--- config.mk ---
export PLATFORM = sky130hd
export DESIGN_NAME = video_timing
export DESIGN_NICKNAME = d
export VERILOG_FILES = /design/src/logic/video_pkg.sv /design/src/logic/video_timing.sv
export SDC_FILE = /design/constraint.sdc
export NUM_CORES = 1
export LEC_CHECK = 0
export ABC_AREA = 1
export ABC_CLOCK_PERIOD_IN_PS = 1790
export BUFFER_PORTS_ARGS = -buffer_cell sky130_fd_sc_hd__buf_2
export CORE_AREA = 2 2 39 41
export DETAILED_ROUTE_END_ITERATION = 6
export DIE_AREA = 0 0 41 43
export PLACE_DENSITY = 0.84
export SLEW_MARGIN = 30
export SYNTH_ARGS = -nofsm -noshare
export SYNTH_HDL_FRONTEND = slang
export SYNTH_SLANG_ARGS = --single-unit
--- constraint.sdc ---
create_clock -name clk -period 1.79 [get_ports clk]
set_input_delay 0.2685 -clock clk [delete_from_list [all_inputs] [get_ports clk]]
set_output_delay 0.2685 -clock clk [all_outputs]
set_load 0.01 [all_outputs]
--- src/logic/video_pkg.sv ---
// Shared frame sizes, CPU bus types and palette encodings for the colour output stage
// Import with a wildcard in the module header of any block that needs these
package video_pkg;

    // Frame geometry in pixels and lines
    localparam int H_TOTAL  = 64;
    localparam int H_ACTIVE = 48;
    localparam int V_TOTAL  = 40;
    localparam int V_ACTIVE = 32;
    localparam int H_W      = $clog2(H_TOTAL);
    localparam int V_W      = $clog2(V_TOTAL);

    // Palette RAM is 4096 bytes, entries are 10 bits wide once the half and bank bits are taken
    localparam int PAL_AW  = 12;
    localparam int PAL_EW  = PAL_AW - 2;
    // CPU address bit that steers an access to the control register
    localparam int CFG_SEL = 11;

    // CPU port FSM states
    localparam logic [1:0] PS_IDLE   = 2'd0;
    localparam logic [1:0] PS_ACCESS = 2'd1;
    localparam logic [1:0] PS_WAIT   = 2'd2;
    localparam logic [1:0] PS_ACK    = 2'd3;

    typedef struct packed {
        logic [PAL_AW-1:0] addr;
        logic [7:0]        wdata;
        logic              we;
    } cpu_req_t;

    // First field is the upper bit, so video_en lands in register bit 0
    typedef struct packed {
        logic pal_bank;
        logic video_en;
    } video_ctrl_t;

    typedef struct packed {
        logic [3:0] red;
        logic [3:0] green;
        logic [3:0] blue;
    } rgb_t;

    // Even bytes carry red in the low nibble, odd bytes carry green and blue
    typedef union packed {
        struct packed {logic [3:0] unused; logic [3:0] red;} red_v;
        struct packed {logic [3:0] green; logic [3:0] blue;} gb_v;
    } pal_byte_u;

endpackage

--- src/logic/video_timing.sv ---
// Raster timing for the video board
// Makes the pixel clock enable and the registered horizontal and vertical blanking flags
`timescale 1ns/1ps

module video_timing
    import video_pkg::*;
(
    input  logic clk,
    input  logic rst_n,
    output logic pxl_cen,
    output logic lhbl,
    output logic lvbl
);

    logic [H_W-1:0] hcnt;
    logic [V_W-1:0] vcnt;
    logic [H_W-1:0] hcnt_nx;
    logic [V_W-1:0] vcnt_nx;
    logic           h_wrap;
    logic           v_wrap;

    // Counters wrap at the last pixel of a line and the last line of a frame
    assign h_wrap  = hcnt == H_W'(H_TOTAL - 1);
    assign v_wrap  = vcnt == V_W'(V_TOTAL - 1);
    assign hcnt_nx = h_wrap ? '0 : hcnt + 1'b1;

    always_comb begin
        vcnt_nx = vcnt;
        // The line count only moves when the line ends
        if (h_wrap) begin
            vcnt_nx = v_wrap ? '0 : vcnt + 1'b1;
        end
    end

    always_ff @(posedge clk) begin
        if (!rst_n) begin
            pxl_cen <= 1'b0;
            hcnt    <= '0;
            vcnt    <= '0;
            lhbl    <= 1'b0;
            lvbl    <= 1'b0;
        end else begin
            // Pixel rate is half the system clock
            pxl_cen <= ~pxl_cen;
            if (pxl_cen) begin
                hcnt <= hcnt_nx;
                vcnt <= vcnt_nx;
                // Flags follow the new counts, so they settle the cycle after the enable
                lhbl <= hcnt_nx < H_W'(H_ACTIVE);
                lvbl <= vcnt_nx < V_W'(V_ACTIVE);
            end
        end
    end

endmodule

==> metrics.md <==
| Metric | Value |
|---|---|
| Placed Area | approximately 800 um^2 |
| DP HPWL | roughly 1.0 mm |
| Max-slew violation count | 0 |
| Crit path cell chain | ha_1 -> inv_2 -> nor2_4 -> nand3_1 -> nand2_1 -> nand2_1 -> nand2_1 -> a21oi_1 |
| Synth top area share | between 30% and 40% |
| Distinct cell type count after synthesis | 21 |
| Core Area | between 0.001 and 0.0015 mm^2 |
| Peak supply drop | between 0.6 and 0.7 mV |
| Pre-CTS setup slack | a little over 0.4 ns |
| Largest net degree at the start of global routing | 11 |
| Detailed Route WL | between 1 and 1.5 mm |
| Layout area overhead | 7.46% |
| Crit Path Class | flop to flop |
| CTS sink count | 15 |
| Antenna diodes | 0 |
| Post-synth EDFFs | 0 |
| # DRC | 0 |
| Final setup TNS | 0 ns |
| Clk_skew | around 0.025 ns |
| Main flop type after synthesis | dfxtp_1 |
| Critical Path Start Type | flop |
| WL/cell | between 10 and 15 um |
| Synth Register Bits | 15 |
| Tot GR Track Use | a little over 20% |
| Max incr delay on CP | 0.38 ns |
| H-tree depth | 1 |
| Clock-pin transition on the worst setup and hold timing paths | 0.11 ns |
| Via/cell ratio | approximately 5.2 |
| RSZ-0062 raised after global routing | false |
| Hold Vio Cnt, Final | 0 |
| Ys Warns | 0 |
| Worst slew pin tran | between 0.3 and 0.4 ns |
| Register area share after synthesis | between 30% and 40% |
| Share of cells above drive strength 1 | about an eighth |
| Crit-path slowest cell | dfxtp_1 |
| Initial DRC Count | 14 |
| Post-Syn Area | 772 um^2 |
| Vias | ~690 |
| Die area | about 0.0018 mm^2 |
| Initial Util | 55.8% |
| Global route total overflow | 0 |
| # setup viols final | 0 |
| Pleak | between 0.4 and 0.5 nW |
| Ranking of synthesized cells by area | dfxtp_1 39%, nand2_1 15%, nand3_1 7.1%, inv_1 6.8%, nor2_1 5.3% |
| Setup WS post-layout | ~0.42 ns |
| CP Max Fanout | 4 |
| Post-layout util | about three fifths |
| Maxcap violations | 0 |
| Hold WC Path Type | primary input to flop |
| Initial antenna violation count | 0 |
| Worst endpoint required time | ~2.0 ns |
| Syn Area/Cell | 7.02 um^2 |
| Inserted Clock Buffers | 3 |
| GP Congestion | slightly below 0.8 |
| Final Critical Period | about 1.4 ns |
| Drt pass-1 iters | 5 |
| CTS tree | built |
| Filler cells | 129 |
| Clock latency on the worst-skew pair | 0.30 ns |
| Fmax | between 700 and 800 MHz |
| # port buffers | 4 |
| Fin area | ~830 um^2 |
| Outcome | finished clean |
| Tot Pwr | ~0.59 mW |
| Die W | ~41 um |
| Cell taking the most area after synthesis | dfxtp_1 |
| Top-count cell post-synth | nand2_1 |
| Die height | about 43 um |
| Nature of the critical path endpoint | flop |
| Max_slew headroom | 78.7% |
| PwrDens | between 700 and 800 mW/mm^2 |
| Hold buffers post-CTS | 0 |
| Number of nets in the layout | approximately 120 |
| CTS-repair resized insts | 0 |
| Vias in the first global route | between 600 and 700 |
| CTS max path bufs | 2 |
| Root Driver | clkbuf_4 |
| Post-Syn Instances | 110 |
| CP dominant cell by count | nand2_1 |
| Post-synth top cells | 31 x nand2_1, 15 x dfxtp_1, 14 x inv_1 |
| FP Rows | 14 |
| I/O pin count | 5 |
| ANT nets after route | 0 |
| Async S/R FF share, synth | 0% |
| First-pass GRT wire length | about 2.3 mm |
| Multi-input logic area | 402 um^2 |
| Postcts setup bufs | 0 |
| Syn nets | approximately 110 |
| Register area | approximately 300 um^2 |
| Final cycle utilization of the critical path | roughly three quarters |
| Crit path DAT | roughly 1.6 ns |
worst paths after layout:
| check | from | endpoint | slack, ns | depth (start not counted) |
|---|---|---|---|---|
| worst max-delay path | hcnt[0] | vcnt[3] | 0.42 | 8 |
| worst min-delay path | rst_n | vcnt[4] | 0.28 | 3 |
| worst max register to register | hcnt[0] | vcnt[3] | 0.42 | 8 |
| worst min register to register | hcnt[5] | hcnt[5] | 0.48 | 2 |
logic make-up after synthesis:
| family | Yosys count | share of synthesized area, % |
|---|---|---|
| AO/OA/AOI/OAI | 12 | 8.43 |
| XOR/XNOR | 3 | 3.40 |
| adder cells (fa/ha/maj) | 2 | 3.24 |
| buffers and inverters | 18 | 9.08 |
| flip-flops | 15 | 38.9 |
| AND/OR/NAND/NOR | 60 | 37.0 |
through the flow:
stage / std cells / hold slack [ns]
after global routing: 132 / 0.275
after global placement: 128 / 0.465
after detailed placement: 128 / 0.466
after floorplan: 110 / 0.447
final: 132 / 0.277
after CTS: 132 / 0.279
state kept, by name, summed over array words and instances (netlist names), named ones only:
name / count
hcnt: 6
lhbl: 1
lvbl: 1
pxl_cen: 1
vcnt: 5
power breakdown:
part | total, mW | internal, mW | switching, mW
clock | 0.200 | 0.0833 | 0.117
combinational | 0.0372 | 0.0131 | 0.0242
sequential | 0.351 | 0.342 | 0.00899
cell usage in the layout, fill, tap and decap left out:
cell	count
o21bai_1	1
nand3_1	11
xor2_1	2
clkbuf_4	3
nor2_1	11
nand2_4	1
clkinv_2	1
buf_2	4
nor2_8	1
inv_2	2
nand2_1	31
o21a_1	1
o21ai_0	4
nand4_1	1
a21oi_1	6
nand3b_1	1
nand3_2	1
xnor2_1	1
inv_1	14
nor2_4	1
dfxtp_1	15
ha_1	2
nand2_2	1
area by class of cell:
type / instances / area share [%]
multi-input combinational: 77 / 48.4
tap: 16 / 2.41
timing repair buffer: 4 / 2.41
clock inverter: 1 / 0.603
clock buffer: 3 / 2.71
inverter: 16 / 7.24
sequential: 15 / 36.2
metal layers:
metal	vias to the layer above	part of all wire, %	routed length [um]	global-route usage, %
met5	-	0	0	0
met2	11	51	760	34.4
met4	0	1.3	19	7.33
met3	5	4.2	62	9.95
li1	357	-	-	-
met1	318	43	648	19.5
critical path: cells and delay by family (launching register included):
kind / cells / cell delay (ns)
compound gates: 1 / 0.04
fa+ha+maj: 1 / 0.21
buf+inv: 1 / 0.06
simple gates: 5 / 0.61
flops: 1 / 0.38
Note: power is estimated with default switching activity, not from simulation.
