**src/logic/video_pkg.sv**
```systemverilog
// Shared frame sizes, CPU bus types and palette encodings for the colour output stage
// Import with a wildcard in the module header of any block that needs these
package video_pkg;

    // Frame geometry in pixels and lines
    localparam int H_TOTAL  = 64;
    localparam int H_ACTIVE = 48;
    localparam int V_TOTAL  = 40;
    localparam int V_ACTIVE = 32;
    localparam int H_W      = $clog2(H_TOTAL);
    localparam int V_W      = $clog2(V_TOTAL);

    // Palette RAM is 4096 bytes, entries are 10 bits wide once the half and bank bits are taken
    localparam int PAL_AW  = 12;
    localparam int PAL_EW  = PAL_AW - 2;
    // CPU address bit that steers an access to the control register
    localparam int CFG_SEL = 11;

    // CPU port FSM states
    localparam logic [1:0] PS_IDLE   = 2'd0;
    localparam logic [1:0] PS_ACCESS = 2'd1;
    localparam logic [1:0] PS_WAIT   = 2'd2;
    localparam logic [1:0] PS_ACK    = 2'd3;

    typedef struct packed {
        logic [PAL_AW-1:0] addr;
        logic [7:0]        wdata;
        logic              we;
    } cpu_req_t;

    // First field is the upper bit, so video_en lands in register bit 0
    typedef struct packed {
        logic pal_bank;
        logic video_en;
    } video_ctrl_t;

    typedef struct packed {
        logic [3:0] red;
        logic [3:0] green;
        logic [3:0] blue;
    } rgb_t;

    // Even bytes carry red in the low nibble, odd bytes carry green and blue
    typedef union packed {
        struct packed {logic [3:0] unused; logic [3:0] red;} red_v;
        struct packed {logic [3:0] green; logic [3:0] blue;} gb_v;
    } pal_byte_u;

endpackage

```
**src/logic/palette_port.sv**
```systemverilog
// CPU side of the palette, a four-phase req/ack slave with the video control register
// Bank mapping and write gating are applied here before the RAM
`timescale 1ns/1ps

module palette_port
    import video_pkg::*;
(
    input  logic              clk,
    input  logic              rst_n,
    input  logic              req,
    input  cpu_req_t          cpu,
    input  logic [7:0]        ram_q,
    output logic              ack,
    output logic [7:0]        rdata,
    output video_ctrl_t       ctrl,
    output logic [PAL_AW-1:0] ram_addr,
    output logic [7:0]        ram_wdata,
    output logic              ram_we
);

    logic [1:0] state;
    logic       is_cfg;

    assign is_cfg = cpu.addr[CFG_SEL];
    assign ack    = state == PS_ACK;

    // Byte address bit 0 picks the half, so red and green/blue sit in separate RAM halves
    assign ram_addr  = {cpu.addr[0], ctrl.pal_bank, cpu.addr[PAL_EW:1]};
    assign ram_wdata = cpu.wdata;
    // Palette writes are dropped while the mixer owns the colours
    assign ram_we    = (state == PS_ACCESS) && cpu.we && !is_cfg && !ctrl.video_en;

    always_ff @(posedge clk) begin
        if (!rst_n) begin
            state <= PS_IDLE;
            ctrl  <= '0;
        end else begin
            case (state)
                PS_IDLE: if (req) state <= PS_ACCESS;
                PS_ACCESS: begin
                    // The RAM sees the access on this edge
                    if (cpu.we && is_cfg) ctrl <= video_ctrl_t'(cpu.wdata[1:0]);
                    state <= PS_WAIT;
                end
                PS_WAIT: state <= PS_ACK;
                // Ack stays up as long as the CPU keeps req high
                default: if (!req) state <= PS_IDLE;
            endcase
        end
    end

    // Read data is caught as ack rises and held while it stays high
    always_ff @(posedge clk) begin
        if (state == PS_WAIT) begin
            rdata <= is_cfg ? {6'd0, ctrl} : ram_q;
        end
    end

endmodule

```
**config.mk**
```make
export PLATFORM = sky130hd
export DESIGN_NAME = palette_port
export DESIGN_NICKNAME = d
export VERILOG_FILES = /design/src/logic/video_pkg.sv /design/src/logic/palette_port.sv
export SDC_FILE = /design/constraint.sdc
export NUM_CORES = 1
export LEC_CHECK = 0
export BUFFER_PORTS_ARGS = -buffer_cell sky130_fd_sc_hd__clkbuf_2
export CAP_MARGIN = 15
export CORE_ASPECT_RATIO = 0.7
export CORE_MARGIN = 8
export CORE_UTILIZATION = 36
export CTS_CLUSTER_DIAMETER = 60
export DETAILED_ROUTE_END_ITERATION = 10
export HOLD_SLACK_MARGIN = 0.12
export PLACE_DENSITY_LB_ADDON = 0.25
export SLEW_MARGIN = 20
export SYNTH_ARGS = -nofsm -noshare
export SYNTH_HDL_FRONTEND = slang
export SYNTH_SLANG_ARGS = --single-unit
```
**constraint.sdc**
```tcl
create_clock -name clk -period 1.94 [get_ports clk]
set_clock_uncertainty 0.1 [all_clocks]
set_input_delay 0.291 -clock clk [delete_from_list [all_inputs] [get_ports clk]]
set_output_delay 0.291 -clock clk [all_outputs]
set_load 0.1 [all_outputs]
```
==> flow_metrics.py <==
metrics = {
    "min_path": {
        "min_path_type": "input port to flip-flop",
    },
    "sta": {
        "finalCritPeriodShare": 0.9444,
        "finalCriticalPeriod_ns": 1.832,
        "finalSetupViolCount": 0,
        "tns_ns": 0,
        "slew_headroom": 0.6367,
        "max_freq_mhz": 545.8,
        "rsz0062_at_grt": "no",
        "worst_pin_slew_ns": 0.5472,
        "hold-worst-slack_ns": 0.1671,
        "slew_violations": 0,
        "finalHoldViolCount": 0,
        "worst_slack_ns": 0.1078,
    },
    "placement": {
        "place_congestion": 0.8021,
        "dp_hpwl_um": 1103,
        "io_buffers": 29,
        "dp.cells": 93,
        "dp_worst_setup_slack_ns": 0.3620,
    },
    "clock_tree": {
        "post_cts_buffers": 0,
        "clock-sinks": 12,
        "clock-root-buffer": "clkbuf_4",
        "clock_latency_ns": 0.27,
        "cts.path.max_buffers": 2,
        "h-tree-depth": 1,
        "cts_hold_buffers": 0,
        "numCtsBuffers": 3,
        "cts_tree": "built",
        "path_clk_slew_ns": 0.07,
    },
    "layout": {
        "final_cells": 97,
        "fin_nets": 112,
        "syn_to_final_growth_pct": 10.05,
        "final-seq-area_um2": 321.6,
        "drive_gt1_frac": 0.5067,
        "antenna_cells": 0,
        "fin_util": 0.4211,
        "multi_input_area_um2": 234.0,
        "fill_cells": 195,
    },
    "route": {
        "wl_per_cell_um": 13.65,
        "first_pass_iters": 3,
        "drtIter0Drc": 10,
        "vias_per_cell": 4.670,
        "drc": 0,
        "antenna_left": 0,
        "routed_wl_um": 1324,
        "via_count": 453,
    },
    "grt": {
        "grt_max_degree": 11,
        "antenna_found_initial": 0,
        "grt_pass1_wl_um": 2090,
        "grt_overflow": 0,
        "track_usage": 0.07315,
        "grt_pass1_vias": 436,
    },
    "worst_setup_path": {
        "crit_fanout": 4,
        "cp-start-kind": "flip-flop",
        "reg2reg_slack_ns": 0.38,
        "critical_path.cell_chain": "inv_1, ha_2, nand2_1, nor3_4, buf_12",
        "end_kind": "output pin",
        "crit_buf_inv": 2,
        "cpPeakStageDelay_ns": 0.35,
        "cp_top_family": "flip-flops",
        "critical_path_arrival_ns": 1.44,
        "critPathKind": "flip-flop to output pin",
        "worst_path_max_delay_cell": "dfxtp_1",
        "critPathRequiredTime_ns": 1.55,
    },
    "synth": {
        "yosys_warnings": 0,
        "ys_ff_latch": 12,
        "ys_types": 16,
        "syn_nets": 99,
        "synth_commonest_cells": "buf_4, edfxtp_1, nor2b_1, dfxtp_1, ha_1",
        "yosysSeqAreaShare": 0.4515,
        "syn_area_per_cell_um2": 11.26,
        "synth_area_leaders": "edfxtp_1, buf_4, dfxtp_1",
        "syn_area_um2": 709.4,
        "synth_edf_count": 8,
        "synthArstFlopShare": 0,
        "yosysMostFrequentCell": "buf_4",
        "synth_top_cell_area_share": 0.3386,
        "synth_cells": 63,
        "synth_ff_type": "edfxtp_1",
        "netlist.top_cell.by_area": "edfxtp_1",
    },
    "floorplanning": {
        "ioPinCount": 64,
        "chipHeight_um": 53.14,
        "initial_core_util": 0.3826,
        "dieArea_um2": 3670,
        "fp.dieW_um": 69.06,
        "rows": 13,
        "core_area_um2": 1854,
    },
    "power": {
        "p_comb_frac": 0.542,
        "ir_worst_vdd_mv": 0.8236,
        "power.share.sequential": 0.326,
        "p_sw_mw": 0.6127,
        "power.density_nw_per_um2": 1497,
        "p_leak_nw": 0.3574,
        "switching_share": 0.5242,
        "clkPwrFrac": 0.132,
        "p_int_mw": 0.5561,
    },
    "outcome": {
        "status": "finished, final reports clean",
    },
    "job": {
        "cap_violations": 0,
    },
}
[stage by stage]
step,power (mW),instance area (um2)
finish,1.169,780.7
global route,1.238,780.7
CTS,1.184,778.2
detailed placement,1.026,752.0
global placement,1.019,752.0
floorplan,1.090,721.9
[power by group through the flow]
stage / Sequential, mW / Combinational, mW / Clock, mW
floorplan: 0.663 / 0.427 / 0
global placement: 0.383 / 0.636 / 0
detailed placement: 0.387 / 0.639 / 0
CTS: 0.381 / 0.639 / 0.164
global route: 0.390 / 0.670 / 0.178
finish: 0.381 / 0.634 / 0.154
[routing by layer]
layer	vias up	GRT usage	share of wire
met2	36	0.09466	0.38
met1	190	0.07957	0.46
met3	8	0.06716	0.14
met5	-	0	0
li1	219	-	-
met4	0	0.03390	0.018
[kinds of logic after synthesis]
group | synth area share
DFF | 0.4515
buffers and inverters | 0.2381
muxes | 0.05996
adders and majority gates | 0.07055
and+or+nand+nor | 0.1358
AOI/OAI and AO/OA | 0.04409
[final cells by class]
type | count | area share
clock buffers | 3 | 0.02885
clock inverters | 1 | 0.004808
inverters | 3 | 0.01442
multi-input cells | 27 | 0.2997
flip-flops and latches | 12 | 0.4119
well taps | 22 | 0.03526
repair buffers | 29 | 0.2051
[final timing paths]
kind,endpoint,cells after the start,from
hold / removal,ctrl[0]$_SDFFE_PN0P_,3,cpu[1]
hold reg to reg,ctrl[1]$_SDFFE_PN0P_,2,ctrl[1]$_SDFFE_PN0P_
setup reg to reg,state[0]$_SDFFE_PN0P_,5,state[0]$_SDFFE_PN0P_
setup / recovery,ram_we,5,state[1]$_SDFFE_PN0P_
[worst reg2reg max path: stages (launching register included)]
cell and delay, ns:
dfxtp_1 0.40, inv_1 0.08, ha_1 0.37, nor4b_4 0.32
o211ai_1 0.14, o41ai_1 0.07
[what timing repair did]
action,4_1_cts,5_1_grt
endpoints found under the hold margin,0,0
endpoints found under the setup margin,0,1
gates resized for setup,0,1
[registers in the layout, summed over array words and instances, names as in the netlist]
name and count:
ctrl 2, state 2, rdata 8
[placed cells by master, fill, tap and decap left out]
cell,instances
ha_1,3
dfxtp_2,1
nor3_4,1
dfxtp_1,3
clkbuf_4,3
o41ai_1,1
mux2i_1,2
clkinv_1,1
nor2b_1,7
nand2_1,2
clkbuf_2,28
inv_1,3
ha_2,1
mux2_2,2
nor2_1,3
nor4b_4,1
edfxtp_1,8
o211ai_1,2
buf_12,1
nand3_1,1
o31ai_1,1
(Power assumes the default switching activity.)
