## src/logic/video_pkg.sv

```systemverilog
// Shared frame sizes, CPU bus types and palette encodings for the colour output stage
// Import with a wildcard in the module header of any block that needs these
package video_pkg;

    // Frame geometry in pixels and lines
    localparam int H_TOTAL  = 64;
    localparam int H_ACTIVE = 48;
    localparam int V_TOTAL  = 40;
    localparam int V_ACTIVE = 32;
    localparam int H_W      = $clog2(H_TOTAL);
    localparam int V_W      = $clog2(V_TOTAL);

    // Palette RAM is 4096 bytes, entries are 10 bits wide once the half and bank bits are taken
    localparam int PAL_AW  = 12;
    localparam int PAL_EW  = PAL_AW - 2;
    // CPU address bit that steers an access to the control register
    localparam int CFG_SEL = 11;

    // CPU port FSM states
    localparam logic [1:0] PS_IDLE   = 2'd0;
    localparam logic [1:0] PS_ACCESS = 2'd1;
    localparam logic [1:0] PS_WAIT   = 2'd2;
    localparam logic [1:0] PS_ACK    = 2'd3;

    typedef struct packed {
        logic [PAL_AW-1:0] addr;
        logic [7:0]        wdata;
        logic              we;
    } cpu_req_t;

    // First field is the upper bit, so video_en lands in register bit 0
    typedef struct packed {
        logic pal_bank;
        logic video_en;
    } video_ctrl_t;

    typedef struct packed {
        logic [3:0] red;
        logic [3:0] green;
        logic [3:0] blue;
    } rgb_t;

    // Even bytes carry red in the low nibble, odd bytes carry green and blue
    typedef union packed {
        struct packed {logic [3:0] unused; logic [3:0] red;} red_v;
        struct packed {logic [3:0] green; logic [3:0] blue;} gb_v;
    } pal_byte_u;

endpackage

```

## src/logic/colour_mixer.sv

```systemverilog
// Layer priority and palette lookup for each pixel
// Fetches red then green/blue on the two cycles of a pixel and registers blanked 12-bit RGB
`timescale 1ns/1ps

module colour_mixer
    import video_pkg::*;
(
    input  logic              clk,
    input  logic              rst_n,
    input  logic              pxl_cen,
    input  logic              lhbl,
    input  logic              lvbl,
    input  video_ctrl_t       ctrl,
    input  logic [7:0]        obj_pxl,
    input  logic [10:0]       ch_pxl,
    input  logic [7:0]        pal_q,
    output logic [PAL_AW-1:0] pal_addr,
    output rgb_t              rgb
);

    logic              obj_opaque;
    logic              ch_opaque;
    logic [PAL_EW-1:0] sel_idx;
    logic [PAL_EW-1:0] idx_r;
    logic              half;
    logic              blank_r;
    logic [3:0]        red_r;
    pal_byte_u         pal_b;

    // A low nibble of all ones is the transparent code in both layers
    assign obj_opaque = ~&obj_pxl[3:0];
    assign ch_opaque  = ~&ch_pxl[3:0];

    // Objects sit above characters, and with both clear the backdrop is entry 0
    // The top character bit picked the bank on the old board; pal_bank takes that role
    always_comb begin
        if (obj_opaque) begin
            sel_idx = PAL_EW'(obj_pxl);
        end else if (ch_opaque) begin
            sel_idx = ch_pxl[PAL_EW-1:0];
        end else begin
            sel_idx = '0;
        end
    end

    // The red byte is fetched straight from the inputs on the enable cycle,
    // green/blue one cycle later from the held index
    assign pal_addr = {half, ctrl.pal_bank, half ? idx_r : sel_idx};
    assign pal_b    = pal_q;

    // Half is high exactly on the second cycle of each pixel
    always_ff @(posedge clk) begin
        if (!rst_n) begin
            half    <= 1'b0;
            blank_r <= 1'b1;
            rgb     <= '0;
        end else begin
            half <= pxl_cen;
            if (pxl_cen) begin
                // Output the pixel sampled one enable ago, then sample the new state
                rgb     <= blank_r ? rgb_t'('0) :
                           {red_r, pal_b.gb_v.green, pal_b.gb_v.blue};
                blank_r <= !lhbl || !lvbl || !ctrl.video_en;
            end
        end
    end

    always_ff @(posedge clk) begin
        if (pxl_cen) begin
            idx_r <= sel_idx;
        end
        // Red data arrives while half is high
        if (half) begin
            red_r <= pal_b.red_v.red;
        end
    end

endmodule

```

## config.mk

```make
export PLATFORM = sky130hd
export DESIGN_NAME = colour_mixer
export DESIGN_NICKNAME = d
export VERILOG_FILES = /design/src/logic/video_pkg.sv /design/src/logic/colour_mixer.sv
export SDC_FILE = /design/constraint.sdc
export NUM_CORES = 1
export LEC_CHECK = 0
export ABC_AREA = 1
export BUFFER_PORTS_ARGS = -buffer_cell sky130_fd_sc_hd__buf_4
export CORE_MARGIN = 4
export CORE_UTILIZATION = 49
export DETAILED_ROUTE_END_ITERATION = 8
export GPL_TIMING_DRIVEN = 1
export HOLD_SLACK_MARGIN = 0.15
export PLACE_DENSITY = 0.82
export SETUP_SLACK_MARGIN = 0.3
export SYNTH_ARGS = -nofsm -noshare
export SYNTH_HDL_FRONTEND = slang
export SYNTH_SLANG_ARGS = --single-unit
```

## constraint.sdc

```tcl
create_clock -name clk -period 1.7 [get_ports clk]
set_clock_uncertainty 0.1 [all_clocks]
set_input_delay 0.34 -clock clk [delete_from_list [all_inputs] [get_ports clk]]
set_output_delay 0.34 -clock clk [all_outputs]
set_load 0.01 [all_outputs]
```

==> flow_metrics.tcl, run 1 <==
set metrics [dict create \
    outcome "finished clean" \
    maxCapViolations 0 \
    yosys_warnings 0 \
    yosys.area.top_type "edfxtp_1" \
    min_path_type "in -> reg" \
    fillCellCount 139 \
    cts_root_buffer "clkbuf_4" \
    synth-seq-cells 28 \
    gp_congestion 0.735 \
    synth_ff_type "edfxtp_1" \
    fin_nets 248 \
    dp.cells 225 \
    worst_setup_path_end_kind "output pin" \
    slew_violations 0 \
    synth_top_family_by_area "simple AND/OR/NAND/NOR gates" \
    netlist_instances 147 \
    io_pins 58 \
    synth-adder-area-share_pct 0 \
    drive_above_1_share_pct 46.9 \
    coreArea_mm2 0.00245 \
    netlist_area_mm2 0.00126 \
    antenna_found_initial 0 \
    finalSetupViolCount 0 \
    switching_share_pct 25.4 \
    finalCriticalPeriod_ns 1.68 \
    worst_pin_slew_ns 0.399 \
    drc 0 \
    clk_latency_ns 0.33 \
    multiInputGateArea_um2 606 \
    synth_top_area_share_pct 33.3 \
    worstHoldStart "pal_q[5]" \
    cp-start-kind "input pin" \
    die_x_um 58.7 \
    switching_power_mw 0.362 \
    layout.cells.non_filler 243 \
    num_rows 18 \
    p_leak_nw 0.917 \
    whs_ns 0.157 \
    clockBufferDepth 2 \
    finalHoldViolCount 0 \
    synthXorXnorAreaFrac_pct 0 \
    seq_area_um2 704 \
    grt_start_max_net_pins 26 \
    die_height_um 58.7 \
    numCtsBuffers 3 \
    max_slew_margin_pct 73.4 \
    first_global_vias 1233 \
    r2r_end "rgb[3]" \
    reg2reg_from "blank_r" \
    yosysMostFrequentCell "nand2_1" \
    routed_wl_mm 4.07 \
    ff2ff_setup_slack_ns 0.60 \
    crit_required_ns 1.26 \
    total_power_mw 1.42 \
    antenna_cells 0 \
    dr_wl_met3_um 309 \
    placed_cell_area_mm2 0.00167 \
    drtPass1Iterations 4 \
    async_flop_share_pct 0 \
    drt-vias-per-instance 5.38 \
    htree_levels 1 \
    drtIter0Drc 59 \
    drt-met1-wl_mm 1.43 \
    rsz0062_at_grt "yes" \
    wl_met2_mm 2.17 \
    grtUsageTotal_pct 20.5 \
    ir_drop_mv 1.06 \
    cts_tree "yes" \
    ys_types 17 \
    synth_compound_area_share_pct 5.46 \
    final_area_mm2 0.00201 \
    pwr-share-clk_pct 27.1 \
    critPathMaxFanout 4 \
    synth_edf_count 14 \
    wire_per_inst_um 16.8 \
    netlist_top_cells_count "nand2_1 (54), nand3_1 (20), dfxtp_1 (14), edfxtp_1 (14), a21oi_1 (12)" \
    ff2ff_path_depth 3 \
    grt_first_pass_wirelength_mm 5.24 \
    fin_crit_sh_pct 99.0 \
    vias 1307 \
    hold-path-cell-count 3 \
    worstSetupPathType "in -> out" \
    powerDensity_mw_per_mm2 707 \
    dp_hpwl_mm 2.22 \
    yosysSeqAreaShare_pct 55.6 \
    synthToLayoutAreaGrowth_pct 59.7 \
    overflow 0 \
    min_to "rgb[5]" \
    power.share.combinational_pct 20.2 \
    power.internal_mw 1.06 \
    antenna_left 0 \
    top_layer_used "met4" \
    arrival_ns 1.24 \
    start_util_pct 51.4 \
    syn_nets 181 \
    synth_area_leaders "edfxtp_1 (33%), dfxtp_1 (22%), nand2_1 (16%), nand3_1 (7.9%), nand2_2 (5.0%)" \
    pwr-share-seq_pct 52.7 \
    max_clock_freq_ghz 0.594 \
    port_buffers 54 \
    synthMuxAreaShare_pct 0 \
    die_area_mm2 0.00345 \
    clk_pin_slew_ns 0.15 \
    avgSynthCellArea_um2 8.58 \
    cts_sinks 28 \
    synth_simple_gate_area_share_pct 32.8 \
    startpoint "ch_pxl[1]" \
]
==> sequential cells by signal, summed over array words and instances (netlist names) <==
| register | cells |
|---|---|
| half | 1 |
| idx_r | 10 |
| red_r | 4 |
| rgb | 12 |
| blank_r | 1 |
==> placed cells by master (no fill, tap or decap), types with 2 or more instances in the layout <==
master / synthesis / routed
edfxtp_1: 14 / 14
buf_8: 0 / 2
dlygate4sd3_1: 0 / 8
nand2_1: 54 / 37
nand2_2: 10 / 20
inv_1: 8 / 7
nor2_4: 0 / 2
clkbuf_4: 0 / 3
nand3_1: 20 / 20
buf_6: 0 / 5
buf_4: 2 / 51
a21oi_1: 12 / 12
nand2_4: 1 / 7
nand2_8: 0 / 2
dfxtp_1: 14 / 13
==> kinds of logic (layout without fill, tap and decap cells) <==
group | Yosys count | count (layout)
AOI/OAI and AO/OA | 13 | 13
buffers and inverters | 17 | 81
DFF | 28 | 28
and+or+nand+nor | 89 | 91
==> final cells by class <==
class,count,area share [%]
Multi-Input combinational cell,104,30.1
Inverter,10,2.48
Sequential cell,28,35.0
Clock buffer,4,2.36
Timing Repair Buffer,67,28.3
Tap cell,30,1.86
==> worst max-delay path by stage <==
stage | end | slack (ns) | cells after the start
global placement | pal_addr[2] | 0.06 | 9
CTS | pal_addr[7] | 0.13 | 4
floorplan | pal_addr[0] | 0.32 | 7
finish | pal_addr[5] | 0.02 | 9
global route | pal_addr[5] | -0.05 | 9
detailed placement | pal_addr[3] | 0.03 | 9
==> through the flow <==
stage | setup TNS, ns | util (%) | setup slack (ns)
final | 0 | 82.1 | 0.0165
after global routing | -0.0731 | 82.1 | -0.0476
after global placement | 0 | 68.2 | 0.0614
after detailed placement | 0 | 68.2 | 0.0252
after CTS | 0 | 77.0 | 0.135
after floorplan | 0 | - | 0.319
==> power groups by stage <==
stage          clock, mW  sequential (mW)  combinational [mW]
2_1_floorplan          0            0.763              0.0906
3_5_place_dp           0            0.762               0.205
4_1_cts            0.382            0.748               0.242
6_report           0.385            0.750               0.288
3_3_place_gp           0            0.761               0.200
5_1_grt            0.405            0.753               0.305
==> layer usage <==
metal | vias to the layer above | GRT usage [%]
li1 | 614 | -
met1 | 606 | 21.5
met2 | 70 | 37.2
met3 | 17 | 5.26
met4 | 0 | 10.4
met5 | - | 0
==> worst max-delay path, stage by stage <==
cell and delay [ns]:
buf_4 0.12, nand2_1 0.07, inv_1 0.09, nand2_2 0.15, nand3_1 0.13, nand2_2 0.09, nand2_2 0.04, nand2_1 0.08
buf_4 0.13
==> repair_timing <==
| action | CTS | global route |
|---|---|---|
| setup endpoints to repair | 11 | 11 |
| gates resized for setup | 22 | 25 |
| hold buffers | 8 | 0 |
| pin swaps | 6 | 8 |
| setup buffers | 1 | 3 |
| endpoints found under the hold margin | 6 | 0 |
| cloned | 1 | 1 |
Power figures use the tool's default switching activity.
==> inputs of run 2 (changes only) <==
Settings changed: BUFFER_PORTS_ARGS -buffer_cell sky130_fd_sc_hd__buf_4 to -buffer_cell sky130_fd_sc_hd__buf_2, PLACE_DENSITY 0.82 to not set, PLACE_DENSITY_LB_ADDON set to 0.12.
==> run 2 against run 1 <==
Clock power barely moved; largest cell class unchanged; cell count rose by 1.2%; critical path type unchanged; final area fell by 5.3%; maximum frequency rose by 5.7%.
==> flow_metrics.tcl, run 2 (synthesized netlist as in run 1, its figures left out) <==
set metrics [dict create \
    io_pins 58 \
    final_util_pct 77.7 \
    powerDensity_mw_per_mm2 722 \
    gp_congestion 0.743 \
    arrival_ns 1.15 \
    ir_drop_mv 0.609 \
    layout.cells.non_filler 246 \
    multiInputGateArea_um2 581 \
    worst_setup_path_end_kind "output pin" \
    port_buffers 54 \
    fin_crit_sh_pct 93.7 \
    dp_hpwl_mm 2.14 \
    drc 0 \
    reg2reg_from "blank_r" \
    wire_per_inst_um 13.9 \
    seq_area_um2 704 \
    final_common_cell "nand2_1" \
    grt_start_max_net_pins 17 \
    critPathMaxFanout 5 \
    outcome "finished clean" \
    placed_cell_area_mm2 0.00155 \
    drtPass1Iterations 4 \
    cts_tree "yes" \
    largest_register "rgb" \
    max_slew_margin_pct 75.5 \
    clk_latency_ns 0.33 \
    crit_required_ns 1.26 \
    die_height_um 58.7 \
    p_leak_nw 0.895 \
    clockBufferDepth 2 \
    finalCriticalPeriod_ns 1.59 \
    grtUsageTotal_pct 20.5 \
    clk_pin_slew_ns 0.16 \
    first_global_vias 1250 \
    rsz0062_at_grt "yes" \
    startpoint "obj_pxl[3]" \
    drt-vias-per-instance 5.02 \
    routed_wl_mm 3.41 \
    coreArea_mm2 0.00245 \
    min_path_type "in -> reg" \
    largest_reg_flops 12 \
    antenna_found_initial 0 \
    dp.cells 226 \
    whs_ns 0.149 \
    setup_total_negative_slack_ns 0 \
    maxCapViolations 0 \
    cts_sinks 28 \
    drive_above_1_share_pct 43.5 \
    worst_pin_slew_ns 0.367 \
    htree_levels 1 \
    num_rows 18 \
    layout_common_cells "nand2_1 (51), buf_2 (49), nand3_1 (14), edfxtp_1 (14), dfxtp_1 (13)" \
    antenna_left 0 \
    slew_violations 0 \
    numCtsBuffers 3 \
    overflow 0 \
    fin_nets 251 \
    worstSetupPathType "in -> out" \
    antenna_cells 0 \
    drtIter0Drc 32 \
    reg_top3 "rgb x12, idx_r x10, red_r x4" \
    synthToLayoutAreaGrowth_pct 51.3 \
    die_area_mm2 0.00345 \
    worstHoldStart "pal_q[7]" \
    fillCellCount 176 \
    cts_root_buffer "clkbuf_4" \
    start_util_pct 51.4 \
    finalHoldViolCount 0 \
    final_area_mm2 0.00191 \
    grt_first_pass_wirelength_mm 5.49 \
    cp-start-kind "input pin" \
    die_x_um 58.7 \
    finalSetupViolCount 0 \
    max_clock_freq_ghz 0.628 \
    vias 1234 \
]
==> run 2: critical path, cell delays in order <==
cell,delay (ns)
buf_8,0.09
nand2_8,0.07
nor2_4,0.22
nand3_2,0.11
nand2_2,0.07
nand2_1,0.05
nand2_1,0.09
buf_6,0.12
==> run 2: routing by layer <==
metal / part of all wire (%) / vias up / routed length, um / global-route usage (%)
met1: 39 / 567 / 1340 / 24.9
met3: 6.6 / 6 / 224 / 3.29
met2: 52 / 42 / 1790 / 36.8
li1: - / 619 / - / -
met4: 1.8 / 0 / 61 / 6.47
met5: 0 / - / 0 / 0
==> run 2: worst paths after layout <==
kind | endpoint | cells past startpoint | slack [ns]
max | pal_addr[0] | 8 | 0.11
min | rgb[7] | 3 | 0.15
max reg2reg | rgb[1] | 3 | 0.64
min reg2reg | rgb[0] | 2 | 0.37
==> run 2: report_power, final <==
group	internal, mW	total, mW	switching (mW)
logic	0.115	0.244	0.129
clock network	0.180	0.385	0.205
registers	0.738	0.749	0.0102
==> run 2: timing repair <==
item / CTS / global route
setup endpoints to repair: 11 / 12
pin swaps: 7 / 13
gates resized for setup: 24 / 11
hold buffers: 10 / 0
cloned: 2 / 0
buffers inserted: 2 / 2
endpoints found under the hold margin: 8 / 0
==> run 2: stage by stage <==
step	total power [mW]	worst slack [ns]
2_1_floorplan	0.853	0.319
3_3_place_gp	0.929	0.0596
3_5_place_dp	0.935	0.0490
4_1_cts	1.36	0.120
5_1_grt	1.43	0.0471
6_report	1.38	0.107
==> run 2: layout make-up <==
type                            instances  share of cell area (%)
Timing Repair Buffer                   70                    25.5
Inverter                               10                    2.69
Sequential cell                        28                    36.9
Tap cell                               30                    1.97
Multi-Input combinational cell        104                    30.4
Clock buffer                            4                    2.49
==> inputs of run 3 (changes only) <==
Settings changed: SETUP_SLACK_MARGIN 0.3 to not set.
==> run 3 against run 2 <==
Sequential share of layout area grew 4.2 points; sequential cell count is the same; critical path depth is the same; non-clock buffer count decreased by 5; sequential power about the same; largest cell class unchanged.
==> flow_metrics.tcl, run 3 (synthesized netlist as in run 1, its figures left out) <==
set metrics [dict create \
    reg_top3 "rgb x12, idx_r x10, red_r x4" \
    die_area_mm2 0.00345 \
    cts_tree "yes" \
    p_leak_nw 0.833 \
    min_path_type "in -> reg" \
    final_area_mm2 0.00171 \
    gp_congestion 0.743 \
    fin_crit_sh_pct 96.8 \
    placed_cell_area_mm2 0.00155 \
    first_global_vias 1165 \
    power.internal_mw 1.00 \
    die_x_um 58.7 \
    antenna_found_initial 0 \
    synthToLayoutAreaGrowth_pct 35.2 \
    antenna_cells 0 \
    worst_pin_slew_ns 0.394 \
    grtUsageTotal_pct 18.0 \
    outcome "finished clean" \
    setup_total_negative_slack_ns 0 \
    ir_drop_mv 0.566 \
    antenna_left 0 \
    crit_required_ns 1.26 \
    powerDensity_mw_per_mm2 775 \
    htree_levels 1 \
    clk_latency_ns 0.33 \
    drive_above_1_share_pct 37.6 \
    clockBufferDepth 2 \
    multiInputGateArea_um2 497 \
    wire_per_inst_um 12.8 \
    vias 1194 \
    fin_nets 245 \
    pwr-share-seq_pct 56.6 \
    critPathMaxFanout 5 \
    drt-vias-per-instance 4.98 \
    slew_violations 0 \
    port_buffers 54 \
    coreArea_mm2 0.00245 \
    num_rows 18 \
    fillCellCount 210 \
    grt_start_max_net_pins 17 \
    grt_first_pass_wirelength_mm 4.86 \
    cts_sinks 28 \
    power.share.combinational_pct 14.6 \
    drtIter0Drc 38 \
    die_height_um 58.7 \
    max_clock_freq_ghz 0.608 \
    switching_power_mw 0.319 \
    final_common_cell "buf_2" \
    arrival_ns 1.21 \
    worst_setup_path_end_kind "output pin" \
    routed_wl_mm 3.08 \
    cts_setup_buffers 0 \
    io_pins 58 \
    largest_reg_flops 12 \
    cts_root_buffer "clkbuf_4" \
    max_slew_margin_pct 73.7 \
    finalCriticalPeriod_ns 1.65 \
    finalHoldViolCount 0 \
    dp_hpwl_mm 2.14 \
    layout_common_cells "buf_2 (54), nand2_1 (53), nand3_1 (20)" \
    cp-start-kind "input pin" \
    maxCapViolations 0 \
    switching_share_pct 24.1 \
    seq_area_um2 702 \
    drtPass1Iterations 4 \
    total_power_mw 1.32 \
    finalSetupViolCount 0 \
    clk_pin_slew_ns 0.15 \
    overflow 0 \
    whs_ns 0.157 \
    drc 0 \
    start_util_pct 51.4 \
    numCtsBuffers 3 \
    pwr-share-clk_pct 28.7 \
    final_util_pct 69.5 \
    largest_register "rgb" \
    worstSetupPathType "in -> out" \
]
==> run 3: layer usage <==
metal	share of wire, %	vias up	global-route usage [%]
met3	6.2	4	3.07
met2	50	39	31.4
met1	42	548	22.2
met4	1.7	0	6.47
met5	0	-	0
li1	-	603	-
==> run 3: layout make-up <==
type	count	area share, %
sequential	28	41.2
inverter	10	2.49
timing repair buffer	65	22.2
multi-input combinational	103	29.1
clock buffer	4	2.79
tap	30	2.20
==> run 3: worst max-delay path, cell delays in order <==
cell and delay (ns):
buf_2 0.10, nand2_2 0.12, nor2_4 0.22, nand3_1 0.12, nand2_2 0.08, nand2_1 0.05, nand2_1 0.06, buf_2 0.12
==> run 3: through the flow <==
stage               setup slack [ns]  instances
finish                        0.0545        240
global route                -0.00567        240
CTS                           0.0247        239
detailed placement            0.0490        226
global placement              0.0596        226
floorplan                      0.319        147
==> run 3: power by group through the flow <==
stage               sequential, mW  clock (mW)  combinational (mW)
floorplan                    0.763           0              0.0906
global route                 0.752       0.412               0.214
finish                       0.749       0.380               0.193
detailed placement           0.763           0               0.172
global placement             0.761           0               0.168
CTS                          0.748       0.392               0.188
==> run 3: worst paths after layout <==
path	start	end	slack (ns)	cells past startpoint
setup reg to reg	blank_r	blank_r	0.34	3
hold / removal	pal_q[7]	rgb[7]	0.16	3
setup / recovery	obj_pxl[2]	pal_addr[6]	0.05	8
hold reg to reg	rgb[0]	rgb[0]	0.38	2
==> run 3: timing repair <==
action,CTS,global route
endpoints found under the setup margin,10,10
hold buffers,9,0
pin swaps,0,2
cloned,0,1
resized for setup,1,4
hold endpoints to repair,8,0
